### src/verilog/mips_pkg.sv
package mips_pkg;

	typedef logic [31:0] word_t;
	typedef logic [4:0]  reg_idx_t;
	typedef logic [5:0]  opcode_t;
	typedef logic [5:0]  funct_t;

	// Register format
	typedef struct packed {
		opcode_t  opcode;
		reg_idx_t rs;
		reg_idx_t rt;
		reg_idx_t rd;
		logic [4:0] shamt;
		funct_t   funct;
	} r_fmt_t;

	// Immediate format
	typedef struct packed {
		opcode_t  opcode;
		reg_idx_t rs;
		reg_idx_t rt;
		logic [15:0] imm;
	} i_fmt_t;

	typedef union packed {
		r_fmt_t r;
		i_fmt_t i;
	} instr_u;

	localparam opcode_t OP_RTYPE = 6'b000000;
	localparam opcode_t OP_ADDI  = 6'b001000;
	localparam opcode_t OP_ADDIU = 6'b001001;
	localparam opcode_t OP_SLTI  = 6'b001010;
	localparam opcode_t OP_ORI   = 6'b001101;
	localparam opcode_t OP_XORI  = 6'b001110;
	localparam opcode_t OP_LUI   = 6'b001111;
	localparam opcode_t OP_LW    = 6'b100011;
	localparam opcode_t OP_SW    = 6'b101011;

	localparam funct_t FN_SLL  = 6'b000000;
	localparam funct_t FN_SRL  = 6'b000010;
	localparam funct_t FN_SRA  = 6'b000011;
	localparam funct_t FN_ADD  = 6'b100000;
	localparam funct_t FN_ADDU = 6'b100001;
	localparam funct_t FN_SUB  = 6'b100010;
	localparam funct_t FN_SUBU = 6'b100011;
	localparam funct_t FN_AND  = 6'b100100;
	localparam funct_t FN_OR   = 6'b100101;
	localparam funct_t FN_XOR  = 6'b100110;
	localparam funct_t FN_NOR  = 6'b100111;
	localparam funct_t FN_SLT  = 6'b101010;
	localparam funct_t FN_SLTU = 6'b101011;

	typedef enum logic [3:0] {
		ALU_ADD, ALU_SUB, ALU_AND, ALU_OR, ALU_XOR, ALU_NOR,
		ALU_SLT, ALU_SLTU, ALU_SLL, ALU_SRL, ALU_SRA, ALU_LUI
	} alu_op_e;

endpackage

### src/verilog/reg_file.sv
module reg_file (
	input  logic               clock,
	input  logic               rst_n,
	input  mips_pkg::reg_idx_t rs_idx,
	input  mips_pkg::reg_idx_t rt_idx,
	input  logic               wb_we,
	input  mips_pkg::reg_idx_t wb_rd,
	input  mips_pkg::word_t    wb_data,
	output mips_pkg::word_t    rs_data,
	output mips_pkg::word_t    rt_data
);
	import mips_pkg::*;

	word_t regs [32];

	// Register zero reads zero and a same-cycle write passes through
	function automatic word_t read_port(reg_idx_t idx);
		if (idx == 5'd0) return '0;
		if (wb_we && (wb_rd == idx)) return wb_data;
		return regs[idx];
	endfunction

	always_comb begin
		rs_data = read_port(rs_idx);
		rt_data = read_port(rt_idx);
	end

	always_ff @(posedge clock) begin
		if (!rst_n) begin
			for (int i = 0; i < 32; i++) begin
				regs[i] <= '0;
			end
		end else if (wb_we && (wb_rd != 5'd0)) begin
			regs[wb_rd] <= wb_data;
		end
	end

endmodule

### config.mk
export PLATFORM = sky130hd
export DESIGN_NAME = reg_file
export DESIGN_NICKNAME = d
export VERILOG_FILES = /design/src/verilog/mips_pkg.sv /design/src/verilog/reg_file.sv
export SDC_FILE = /design/constraint.sdc
export NUM_CORES = 2
export LEC_CHECK = 0
export ABC_AREA = 1
export BUFFER_PORTS_ARGS = -buffer_cell sky130_fd_sc_hd__buf_4
export CAP_MARGIN = 20
export CORE_MARGIN = 2
export CORE_UTILIZATION = 45
export DETAILED_ROUTE_END_ITERATION = 8
export GPL_TIMING_DRIVEN = 1
export HOLD_SLACK_MARGIN = 0.1
export PLACE_DENSITY = 0.71
export SYNTH_ARGS = -nofsm -noshare
export SYNTH_HDL_FRONTEND = slang
export SYNTH_SLANG_ARGS = --single-unit
### constraint.sdc
create_clock -name clock -period 3.2 [get_ports clock]
set_clock_uncertainty 0.05 [all_clocks]
set_input_delay 0.16 -clock clock [delete_from_list [all_inputs] [get_ports clock]]
set_output_delay 0.16 -clock clock [all_outputs]
set_load 0.05 [all_outputs]
==> flow_summary.ini <==
[synth]
yosysSeqAreaShare_pct = 52.92
synth_seq_cells = 1024
syn_avg_cell_area_um2 = 7.814
yosysWarningCount = 0
synthCells = 7436
synth_area_um2 = 58110
synthDistinctLibCells = 20

[timing]
fin_crit_ns = 2.854
fin_crit_sh_pct = 89.18
fmax_ghz = 0.3504
tightest_slew_ns = 0.9433
slew_viol_final = 0
hold_viol = 0
setup_tns_ns = 0
relSlewSlack_pct = 37.11
setup_viol = 0
rsz0062_at_grt = false

[finish]
instances_no_fill = 9072
nFillCells = 11760
layout.cells.most_common = nand2_1
largest_register_ff_count = 1024
layout.nets = 7365
area_delta_synth_final_pct = 11.94
layout-drive-gt1-share_pct = 8.116
largest-register = regs
reg_top3 = regs x1024
final_cell_mix = 1,786 x nand2_1, 1,326 x nor2_1, 1,082 x nand3_1

[clock_network]
ctsResizeCount = 0
clock_path_buffers = 3
cts_tree = built
cts_root_buffer = clkbuf_16
cts_sinks = 1024
clk_pin_slew_worst_paths_ns = 0.07
cts.htree.levels = 3
cts_hold_buf = 30
cts_setup_buffers = 0
cts_buffers = 108

[pwr]
pwr-share-comb_pct = 15.7
clockPowerShare_pct = 37.9
power.internal_uw = 24310
p_seq_share_pct = 46.4
p_sw_share_pct = 28.66
vdd_drop_max_mv = 0.4486
powerDensity_nw_per_um2 = 523.9
total_leakage_power_uw = 0.02771
power_switching_uw = 9766

[setup_path]
cp.required_ns = 2.99
startpoint_type = register
cp_common_cell = nand3_1
path_cells = or2_2 -> nand3_1 -> nand3_1 -> nand3_1 -> nand3_1 -> nand2_1 -> a21oi_1 -> buf_4
crit_start = regs[8][14]
cp.arrival_ns = 2.64
crit_slowest_cell = edfxtp_1
worstSetupPathType = reg -> out
endpoint_kind = output pin
path_max_fanout = 2
max_stage_delay_ns = 0.40

[global_route]
grt-ovfl-total = 0
grt_pass1_wl_um = 318700
track_usage_pct = 32.13
antenna_found_initial = 2
grt_max_degree = 146
grt_pass1_vias = 51600

[floorplan]
dieHeight_um = 363.3
io_pins = 114
coreArea_um2 = 127800
rows = 131
start_util_pct = 45.45
die_x_um = 363.3
fp.dieArea_um2 = 132000

[drt]
dr.pass1.iters = 9
wl_per_cell_um = 24.00
via_per_inst = 6.069
drc_errors = 0
vias = 55060
drt_wl_total_um = 217700
initialDrtViolationCount = 9339
ant_nets = 0

[placement]
dp_cells = 8834
routabilityCongestion = 0.9821
place_hpwl_um = 130000
port_buffers = 113

[status]
status = finished clean

[hold_path]
min_from = wb_data[29]
hp-class = in -> reg

[job]
cap_viol_max_count = 0
[per-layer routing]
metal  GRT usage (%)  up-vias  share of wire (%)
li1                -    24110                  -
met1           42.17    25630                 36
met2           47.87     4506                 43
met3           9.216      802                 15
met4           17.48        2                6.0
met5          0.4357        -              0.036
[power by group through the flow]
stage	Sequential (uW)	Clock (uW)	Combinational [uW]
6_report	15800	12900	5360
5_1_grt	15900	13400	5650
4_1_cts	15800	12900	5150
3_5_place_dp	16100	0	5100
3_3_place_gp	16000	0	5020
2_1_floorplan	16000	0	3190
[Yosys cell counts]
cell type | count | area, um^2
inv_2 | 11 | 41.29
or2_2 | 55 | 344.1
a21oi_1 | 266 | 1331
buf_4 | 1 | 7.510
buf_2 | 197 | 986.0
xor2_1 | 2 | 17.52
o21ai_0 | 378 | 1892
edfxtp_1 | 1024 | 30750
nand4_1 | 2 | 12.51
conb_1 | 1 | 3.750
buf_1 | 83 | 311.6
nand3_1 | 1084 | 5425
nor2_1 | 1328 | 4985
clkbuf_1 | 358 | 1344
inv_1 | 628 | 2357
o22ai_1 | 5 | 31.28
o211ai_1 | 186 | 1396
a21boi_0 | 1 | 7.510
nand2_1 | 1817 | 6820
nor3_1 | 9 | 45.04
[worst max-delay path, delay by kind of cell (launching register included)]
family	cells	cell delay (ns)
and+or+nand+nor	6	1.21
AOI/OAI and AO/OA	1	0.09
buffers and inverters	1	0.21
DFF	1	0.40
[cell families (layout without fill, tap and decap cells)]
logic type / after synthesis / in the layout / share of synthesized area, %
simple gates: 4295 / 4295 / 30.34
buf+inv: 1278 / 1216 / 8.686
flops: 1024 / 1024 / 52.92
compound gates: 836 / 836 / 8.016
xor+xnor: 2 / 2 / 0.03015
other cells: 1 / 37 / 0.006453
[cell type report]
class | instances | area (um^2) | share of cell area (%)
repair buffers | 377 | 3706 | 5.698
diodes | 5 | 12.51 | 0.01924
clock inverters | 70 | 671.9 | 1.033
flip-flops and latches | 1024 | 30750 | 47.27
well taps | 1662 | 2079 | 3.197
clock buffers | 130 | 2870 | 4.413
inverters | 639 | 2426 | 3.730
multi-input cells | 5165 | 22530 | 34.64
[metrics by stage]
stage | utilization (%) | total power (uW) | cell area, um^2 | hold slack (ns) | worst slack (ns)
global route | 50.87 | 34930 | 65030 | 0.1173 | 0.2375
finish | 50.88 | 34080 | 65050 | 0.1043 | 0.3462
detailed placement | 47.83 | 21170 | 61150 | 0.6446 | 0.6068
floorplan | - | 19180 | 58220 | 0.3490 | 0.8043
global placement | 47.79 | 21060 | 61100 | 0.6558 | 0.6133
CTS | 50.84 | 33870 | 64990 | 0.1018 | 0.4496
[final timing paths]
path | endpoint | slack [ns] | depth (start not counted)
worst max-delay path | rs_data[14] | 0.35 | 8
worst min-delay path | regs[3][29] | 0.10 | 3
Power figures use the tool's default switching activity.
