### src/verilog/mips_pkg.sv
package mips_pkg;

	typedef logic [31:0] word_t;
	typedef logic [4:0]  reg_idx_t;
	typedef logic [5:0]  opcode_t;
	typedef logic [5:0]  funct_t;

	// Register format
	typedef struct packed {
		opcode_t  opcode;
		reg_idx_t rs;
		reg_idx_t rt;
		reg_idx_t rd;
		logic [4:0] shamt;
		funct_t   funct;
	} r_fmt_t;

	// Immediate format
	typedef struct packed {
		opcode_t  opcode;
		reg_idx_t rs;
		reg_idx_t rt;
		logic [15:0] imm;
	} i_fmt_t;

	typedef union packed {
		r_fmt_t r;
		i_fmt_t i;
	} instr_u;

	localparam opcode_t OP_RTYPE = 6'b000000;
	localparam opcode_t OP_ADDI  = 6'b001000;
	localparam opcode_t OP_ADDIU = 6'b001001;
	localparam opcode_t OP_SLTI  = 6'b001010;
	localparam opcode_t OP_ORI   = 6'b001101;
	localparam opcode_t OP_XORI  = 6'b001110;
	localparam opcode_t OP_LUI   = 6'b001111;
	localparam opcode_t OP_LW    = 6'b100011;
	localparam opcode_t OP_SW    = 6'b101011;

	localparam funct_t FN_SLL  = 6'b000000;
	localparam funct_t FN_SRL  = 6'b000010;
	localparam funct_t FN_SRA  = 6'b000011;
	localparam funct_t FN_ADD  = 6'b100000;
	localparam funct_t FN_ADDU = 6'b100001;
	localparam funct_t FN_SUB  = 6'b100010;
	localparam funct_t FN_SUBU = 6'b100011;
	localparam funct_t FN_AND  = 6'b100100;
	localparam funct_t FN_OR   = 6'b100101;
	localparam funct_t FN_XOR  = 6'b100110;
	localparam funct_t FN_NOR  = 6'b100111;
	localparam funct_t FN_SLT  = 6'b101010;
	localparam funct_t FN_SLTU = 6'b101011;

	typedef enum logic [3:0] {
		ALU_ADD, ALU_SUB, ALU_AND, ALU_OR, ALU_XOR, ALU_NOR,
		ALU_SLT, ALU_SLTU, ALU_SLL, ALU_SRL, ALU_SRA, ALU_LUI
	} alu_op_e;

endpackage

### src/verilog/decode_stage.sv
module decode_stage (
	input  logic               clock,
	input  logic               rst_n,
	input  logic               f_valid,
	input  mips_pkg::instr_u   f_instr,
	input  mips_pkg::word_t    rs_data,
	input  mips_pkg::word_t    rt_data,
	output mips_pkg::reg_idx_t rs_idx,
	output mips_pkg::reg_idx_t rt_idx,
	output logic               d_valid,
	output mips_pkg::alu_op_e  d_op,
	output mips_pkg::word_t    d_a,
	output mips_pkg::word_t    d_b,
	output mips_pkg::word_t    d_store_data,
	output mips_pkg::reg_idx_t d_dest,
	output logic               d_is_load,
	output logic               d_is_store,
	output logic               d_writes
);
	import mips_pkg::*;

	alu_op_e  op_c;
	word_t    a_c;
	word_t    b_c;
	reg_idx_t dest_c;
	logic     load_c;
	logic     store_c;
	logic     writes_c;
	word_t    imm_sx;
	word_t    imm_zx;

	assign rs_idx = f_instr.r.rs;
	assign rt_idx = f_instr.r.rt;

	assign imm_sx = {{16{f_instr.i.imm[15]}}, f_instr.i.imm};
	assign imm_zx = {16'h0000, f_instr.i.imm};

	always_comb begin
		op_c     = ALU_ADD;
		a_c      = rs_data;
		b_c      = rt_data;
		dest_c   = f_instr.i.rt; // I-type writes rt
		load_c   = 1'b0;
		store_c  = 1'b0;
		writes_c = 1'b1;
		case (f_instr.r.opcode)
			OP_RTYPE: begin
				dest_c = f_instr.r.rd;
				case (f_instr.r.funct)
					FN_ADD, FN_ADDU: op_c = ALU_ADD;
					FN_SUB, FN_SUBU: op_c = ALU_SUB;
					FN_AND:  op_c = ALU_AND;
					FN_OR:   op_c = ALU_OR;
					FN_XOR:  op_c = ALU_XOR;
					FN_NOR:  op_c = ALU_NOR;
					FN_SLT:  op_c = ALU_SLT;
					FN_SLTU: op_c = ALU_SLTU;
					FN_SLL, FN_SRL, FN_SRA: begin
						// Shifts work on rt by shamt
						a_c = rt_data;
						b_c = {27'd0, f_instr.r.shamt};
						if (f_instr.r.funct == FN_SLL) op_c = ALU_SLL;
						else if (f_instr.r.funct == FN_SRL) op_c = ALU_SRL;
						else op_c = ALU_SRA;
					end
					default: writes_c = 1'b0; // no-op
				endcase
			end
			OP_ADDI, OP_ADDIU: b_c = imm_sx;
			OP_SLTI: begin
				op_c = ALU_SLT;
				b_c  = imm_sx;
			end
			OP_ORI: begin
				op_c = ALU_OR;
				b_c  = imm_zx;
			end
			OP_XORI: begin
				op_c = ALU_XOR;
				b_c  = imm_zx;
			end
			OP_LUI: begin
				op_c = ALU_LUI;
				b_c  = imm_zx;
			end
			OP_LW: begin
				b_c    = imm_sx;
				load_c = 1'b1;
			end
			OP_SW: begin
				b_c      = imm_sx;
				store_c  = 1'b1;
				writes_c = 1'b0;
			end
			default: writes_c = 1'b0;
		endcase
	end

	// Decode/execute register
	always_ff @(posedge clock) begin
		if (!rst_n) begin
			d_valid    <= 1'b0;
			d_is_load  <= 1'b0;
			d_is_store <= 1'b0;
			d_writes   <= 1'b0;
		end else begin
			d_valid    <= f_valid;
			d_is_load  <= f_valid && load_c;
			d_is_store <= f_valid && store_c;
			d_writes   <= f_valid && writes_c && (dest_c != 5'd0);
		end
	end

	always_ff @(posedge clock) begin
		d_op         <= op_c;
		d_a          <= a_c;
		d_b          <= b_c;
		d_store_data <= rt_data;
		d_dest       <= dest_c;
	end

endmodule

### config.mk
export PLATFORM = sky130hd
export DESIGN_NAME = decode_stage
export DESIGN_NICKNAME = d
export VERILOG_FILES = /design/src/verilog/mips_pkg.sv /design/src/verilog/decode_stage.sv
export SDC_FILE = /design/constraint.sdc
export NUM_CORES = 1
export LEC_CHECK = 0
export BUFFER_PORTS_ARGS = -buffer_cell sky130_fd_sc_hd__buf_2
export CAP_MARGIN = 5
export CORE_MARGIN = 10
export CORE_UTILIZATION = 39
export CTS_BUF_LIST = sky130_fd_sc_hd__clkbuf_16
export DETAILED_ROUTE_END_ITERATION = 8
export PLACE_DENSITY = 0.76
export SETUP_SLACK_MARGIN = 0.02
export SYNTH_ARGS = -nofsm -noshare
export SYNTH_HDL_FRONTEND = slang
export SYNTH_SLANG_ARGS = --single-unit
### constraint.sdc
create_clock -name clock -period 1.66 [get_ports clock]
set_clock_uncertainty 0.15 [all_clocks]
set_input_delay 0.083 -clock clock [delete_from_list [all_inputs] [get_ports clock]]
set_output_delay 0.083 -clock clock [all_outputs]
set_load 0.005 [all_outputs]
==> results.md <==
* Post-synth top cells: 109 x dfxtp_1, 37 x o21ai_0, 28 x mux2_4
* CP max stage delay at 0.58 ns
* Final Hold Fails at 0
* Compound-Gate Fraction of Synth Area at 14.47%
* Worst hold path class: input pin to flop
* FF+latch area at 0.002182 mm^2
* Status: finished, final reports clean
* CTS root buf: clkbuf_16
* CORE AREA at 0.009153 mm^2
* Post-Syn Area at 0.003641 mm^2
* Unique cell type count in the Yosys netlist at 41
* Yosys warns at 0
* Port buffer count at 207
* Family with the most delay on the worst path: buffers and inverters
* Row count at 35
* Syn nets at 398
* Leakage power at 2.944 nW
* Post-Place Worst Slack at -0.1746 ns
* H-Tree Depth at 3
* Vias in the first global route at 3695
* Post-CTS Setup Inserts at 0
* Critical Path Start: f_instr[27]
* WP data arrival at 1.62 ns
* RSZ-0062 raised after global routing: no
* Final setup violation count at 0
* Post-synthesis mux area share at 14.30%
* Relative slew slack at 54.39%
* Final worst setup slack at 0.1059 ns
* Ranking of synthesized cells by area: dfxtp_1 60%, mux2_4 12%, o21ai_0 5.1%
* Post-synth EDFFs at 0
* Die H at 116.6 um
* Layout cells sized above 1 at 47.03%
* Filler Cell Count at 660
* CTS clk-pin slew, worst paths at 0.07 ns
* XOR/XNOR Fraction of Synth Area at 0.2405%
* Crit end category: flop
* Dominant synthesized flop cell: dfxtp_1
* Final ANT Viol Nets at 0
* Synth Register Bits at 109
* Fmax achieved at 0.6435 GHz
* Avg Inst Size Synth at 12.18 um^2
* Biggest area consumer among synthesized cells: dfxtp_1
* Total of max-cap violations at 0
* Final Wtd Congestion at 0.8392
* Required @ worst endpoint at 1.72 ns
* Startpoint types: input pin
* Yosys top cell area share at 59.93%
* Hold path startpoint: f_instr[0]
* Max Buffers Root-to-Sink at 2
* DRT Wirelength at 13190 um
* Post-synth ARST share at 0%
* # diodes at 0
* Worst Path Max Fanout at 7
* Worst path buffer plus inverter count at 2
* Area of the multi-input gates at 0.001262 mm^2
* Crit-path cells: buf_2, nor4_2, nand2_2, mux2_2, dlygate4sd3_1
* Initial DRC count at 200
* Sink Count at 109
* Max rail drop VDD at 0.4569 mV
* TritonCTS clock tree: built
* Fin Setup TNS at 0 ns
* Post-Synth Adder-Cell Area at 0%
* Detailed-placement wirelength estimate at 9244 um
* First-pass GRT wire length at 19570 um
* Slew @ Worst Pin at 0.6834 ns
* CP Class: input pin to flop
* Mapped Cells at 299
* DR WL/cell at 18.39 um
* Part of the cycle the worst path needs at 93.62%
* Register area share after synthesis at 59.93%
* Vias at 3425
* Die width at 116.6 um
* Final #Nets at 700
* Final min period at 1.554 ns
* Initial DRT Pass Iterations at 4
* CP max stage cell: dlygate4sd3_1
* Largest family of logic cells by synthesized area: compound AO/OA/AOI/OAI gates
* Starting density of the core at 39.78%
* Global route total overflow at 0
* Most frequent cell after synthesis: dfxtp_1
* Initial antenna violation count at 0
* I/O pin cnt at 218
* Pwr Density at 932.5 mW/mm^2
* Avg Vias per Cell at 4.777
* Die ar. at 0.01360 mm^2
* Final number of max-transition violations at 0
* Largest net degree at the start of global routing at 40
* Tot GR Track Use at 18.45%
* Area Growth Syn to Fin at 65.22%
* DR DRC count at 0
* CTS buffer count at 9
* Post-synthesis simple-gate area fraction at 5.464%
## cell families after synthesis
| kind of cell | Yosys count |
|---|---|
| AND/OR/NAND/NOR | 35 |
| multiplexers | 37 |
| AO/OA/AOI/OAI | 81 |
| flip-flops | 109 |
| XOR/XNOR | 1 |
| buffers and inverters | 36 |
## power by group
part           total (W)  leakage, nW  switching (W)  internal (W)
combinational   0.000781         1.89       0.000322      0.000459
sequential       0.00281        0.917      0.0000384       0.00277
clock            0.00202        0.137       0.000978       0.00104
total            0.00561         2.94        0.00134       0.00427
## flip-flops by register name, summed over array words and instances (netlist names)
register / flops
d_op: 4
d_valid: 1
d_dest: 5
d_a: 32
d_writes: 1
d_is_load: 1
d_is_store: 1
d_b: 32
d_store_data: 32
## tightest hold or removal path, cell delays in order
cell     delay (ns)
buf_2          0.11
nand2_1        0.06
o22a_1         0.12
o22ai_1        0.07
## path summary, 6_finish.rpt
path / cells past startpoint / endpoint
max: 5 / d_dest[2]$_DFF_P_
min: 4 / d_op[0]$_DFF_P_
## timing repair
| action | 4_1_cts | 5_1_grt |
|---|---|---|
| resized for setup | 0 | 1 |
| endpoints found under the hold margin | 105 | 0 |
| endpoints found under the setup margin | 0 | 2 |
| hold buffers | 88 | 0 |
## cell type report
| class | instances | area share [%] |
|---|---|---|
| sequential | 109 | 36.27 |
| tap | 111 | 2.309 |
| clock inverter | 7 | 0.9775 |
| clock buffer | 9 | 3.744 |
| timing repair buffer | 318 | 35.15 |
| multi-input combinational | 154 | 20.99 |
| inverter | 9 | 0.5616 |
## per-layer routing
metal  GRT usage, %  wire [um]  vias to the layer above  share of wire [%]
li1               -          -                     1650                  -
met1          18.79       4701                     1604                 36
met2          34.31       7238                      137                 55
met3          4.263        827                       34                6.3
met4          9.555        420                        0                3.2
met5              0          0                        -                  0
## cells in the final DEF, fill, tap and decap left out, types with 2 or more instances in the layout
master and instances:
inv_1 9, mux2_4 28, buf_4 21, inv_6 3
dlygate4sd3_1 88, nand3_1 3, a31o_1 15, a21oi_1 3
nor2b_1 2, nand3b_1 2, clkbuf_16 9, buf_12 2
or4_1 2, o21ai_0 37, buf_2 207, nand2_1 7
dfxtp_1 109, o21ai_1 11, o22ai_1 3, nor2_1 6
o221ai_1 5, mux2_1 4, mux2_2 4
## per-stage QoR
| step | instance area, um^2 | power, W | util [%] | hold WS [ns] | std cells |
|---|---|---|---|---|---|
| floorplan | 3642 | 0.003095 | - | -0.03928 | 299 |
| global placement | 4848 | 0.003458 | 52.97 | 0.01606 | 613 |
| detailed placement | 4848 | 0.003477 | 52.97 | 0.01606 | 613 |
| CTS | 6013 | 0.005644 | 65.70 | 0.0001008 | 717 |
| global route | 6016 | 0.005846 | 65.73 | 0.01601 | 717 |
| finish | 6016 | 0.005610 | 65.73 | 0.008548 | 717 |
Power figures use the tool's default switching activity.
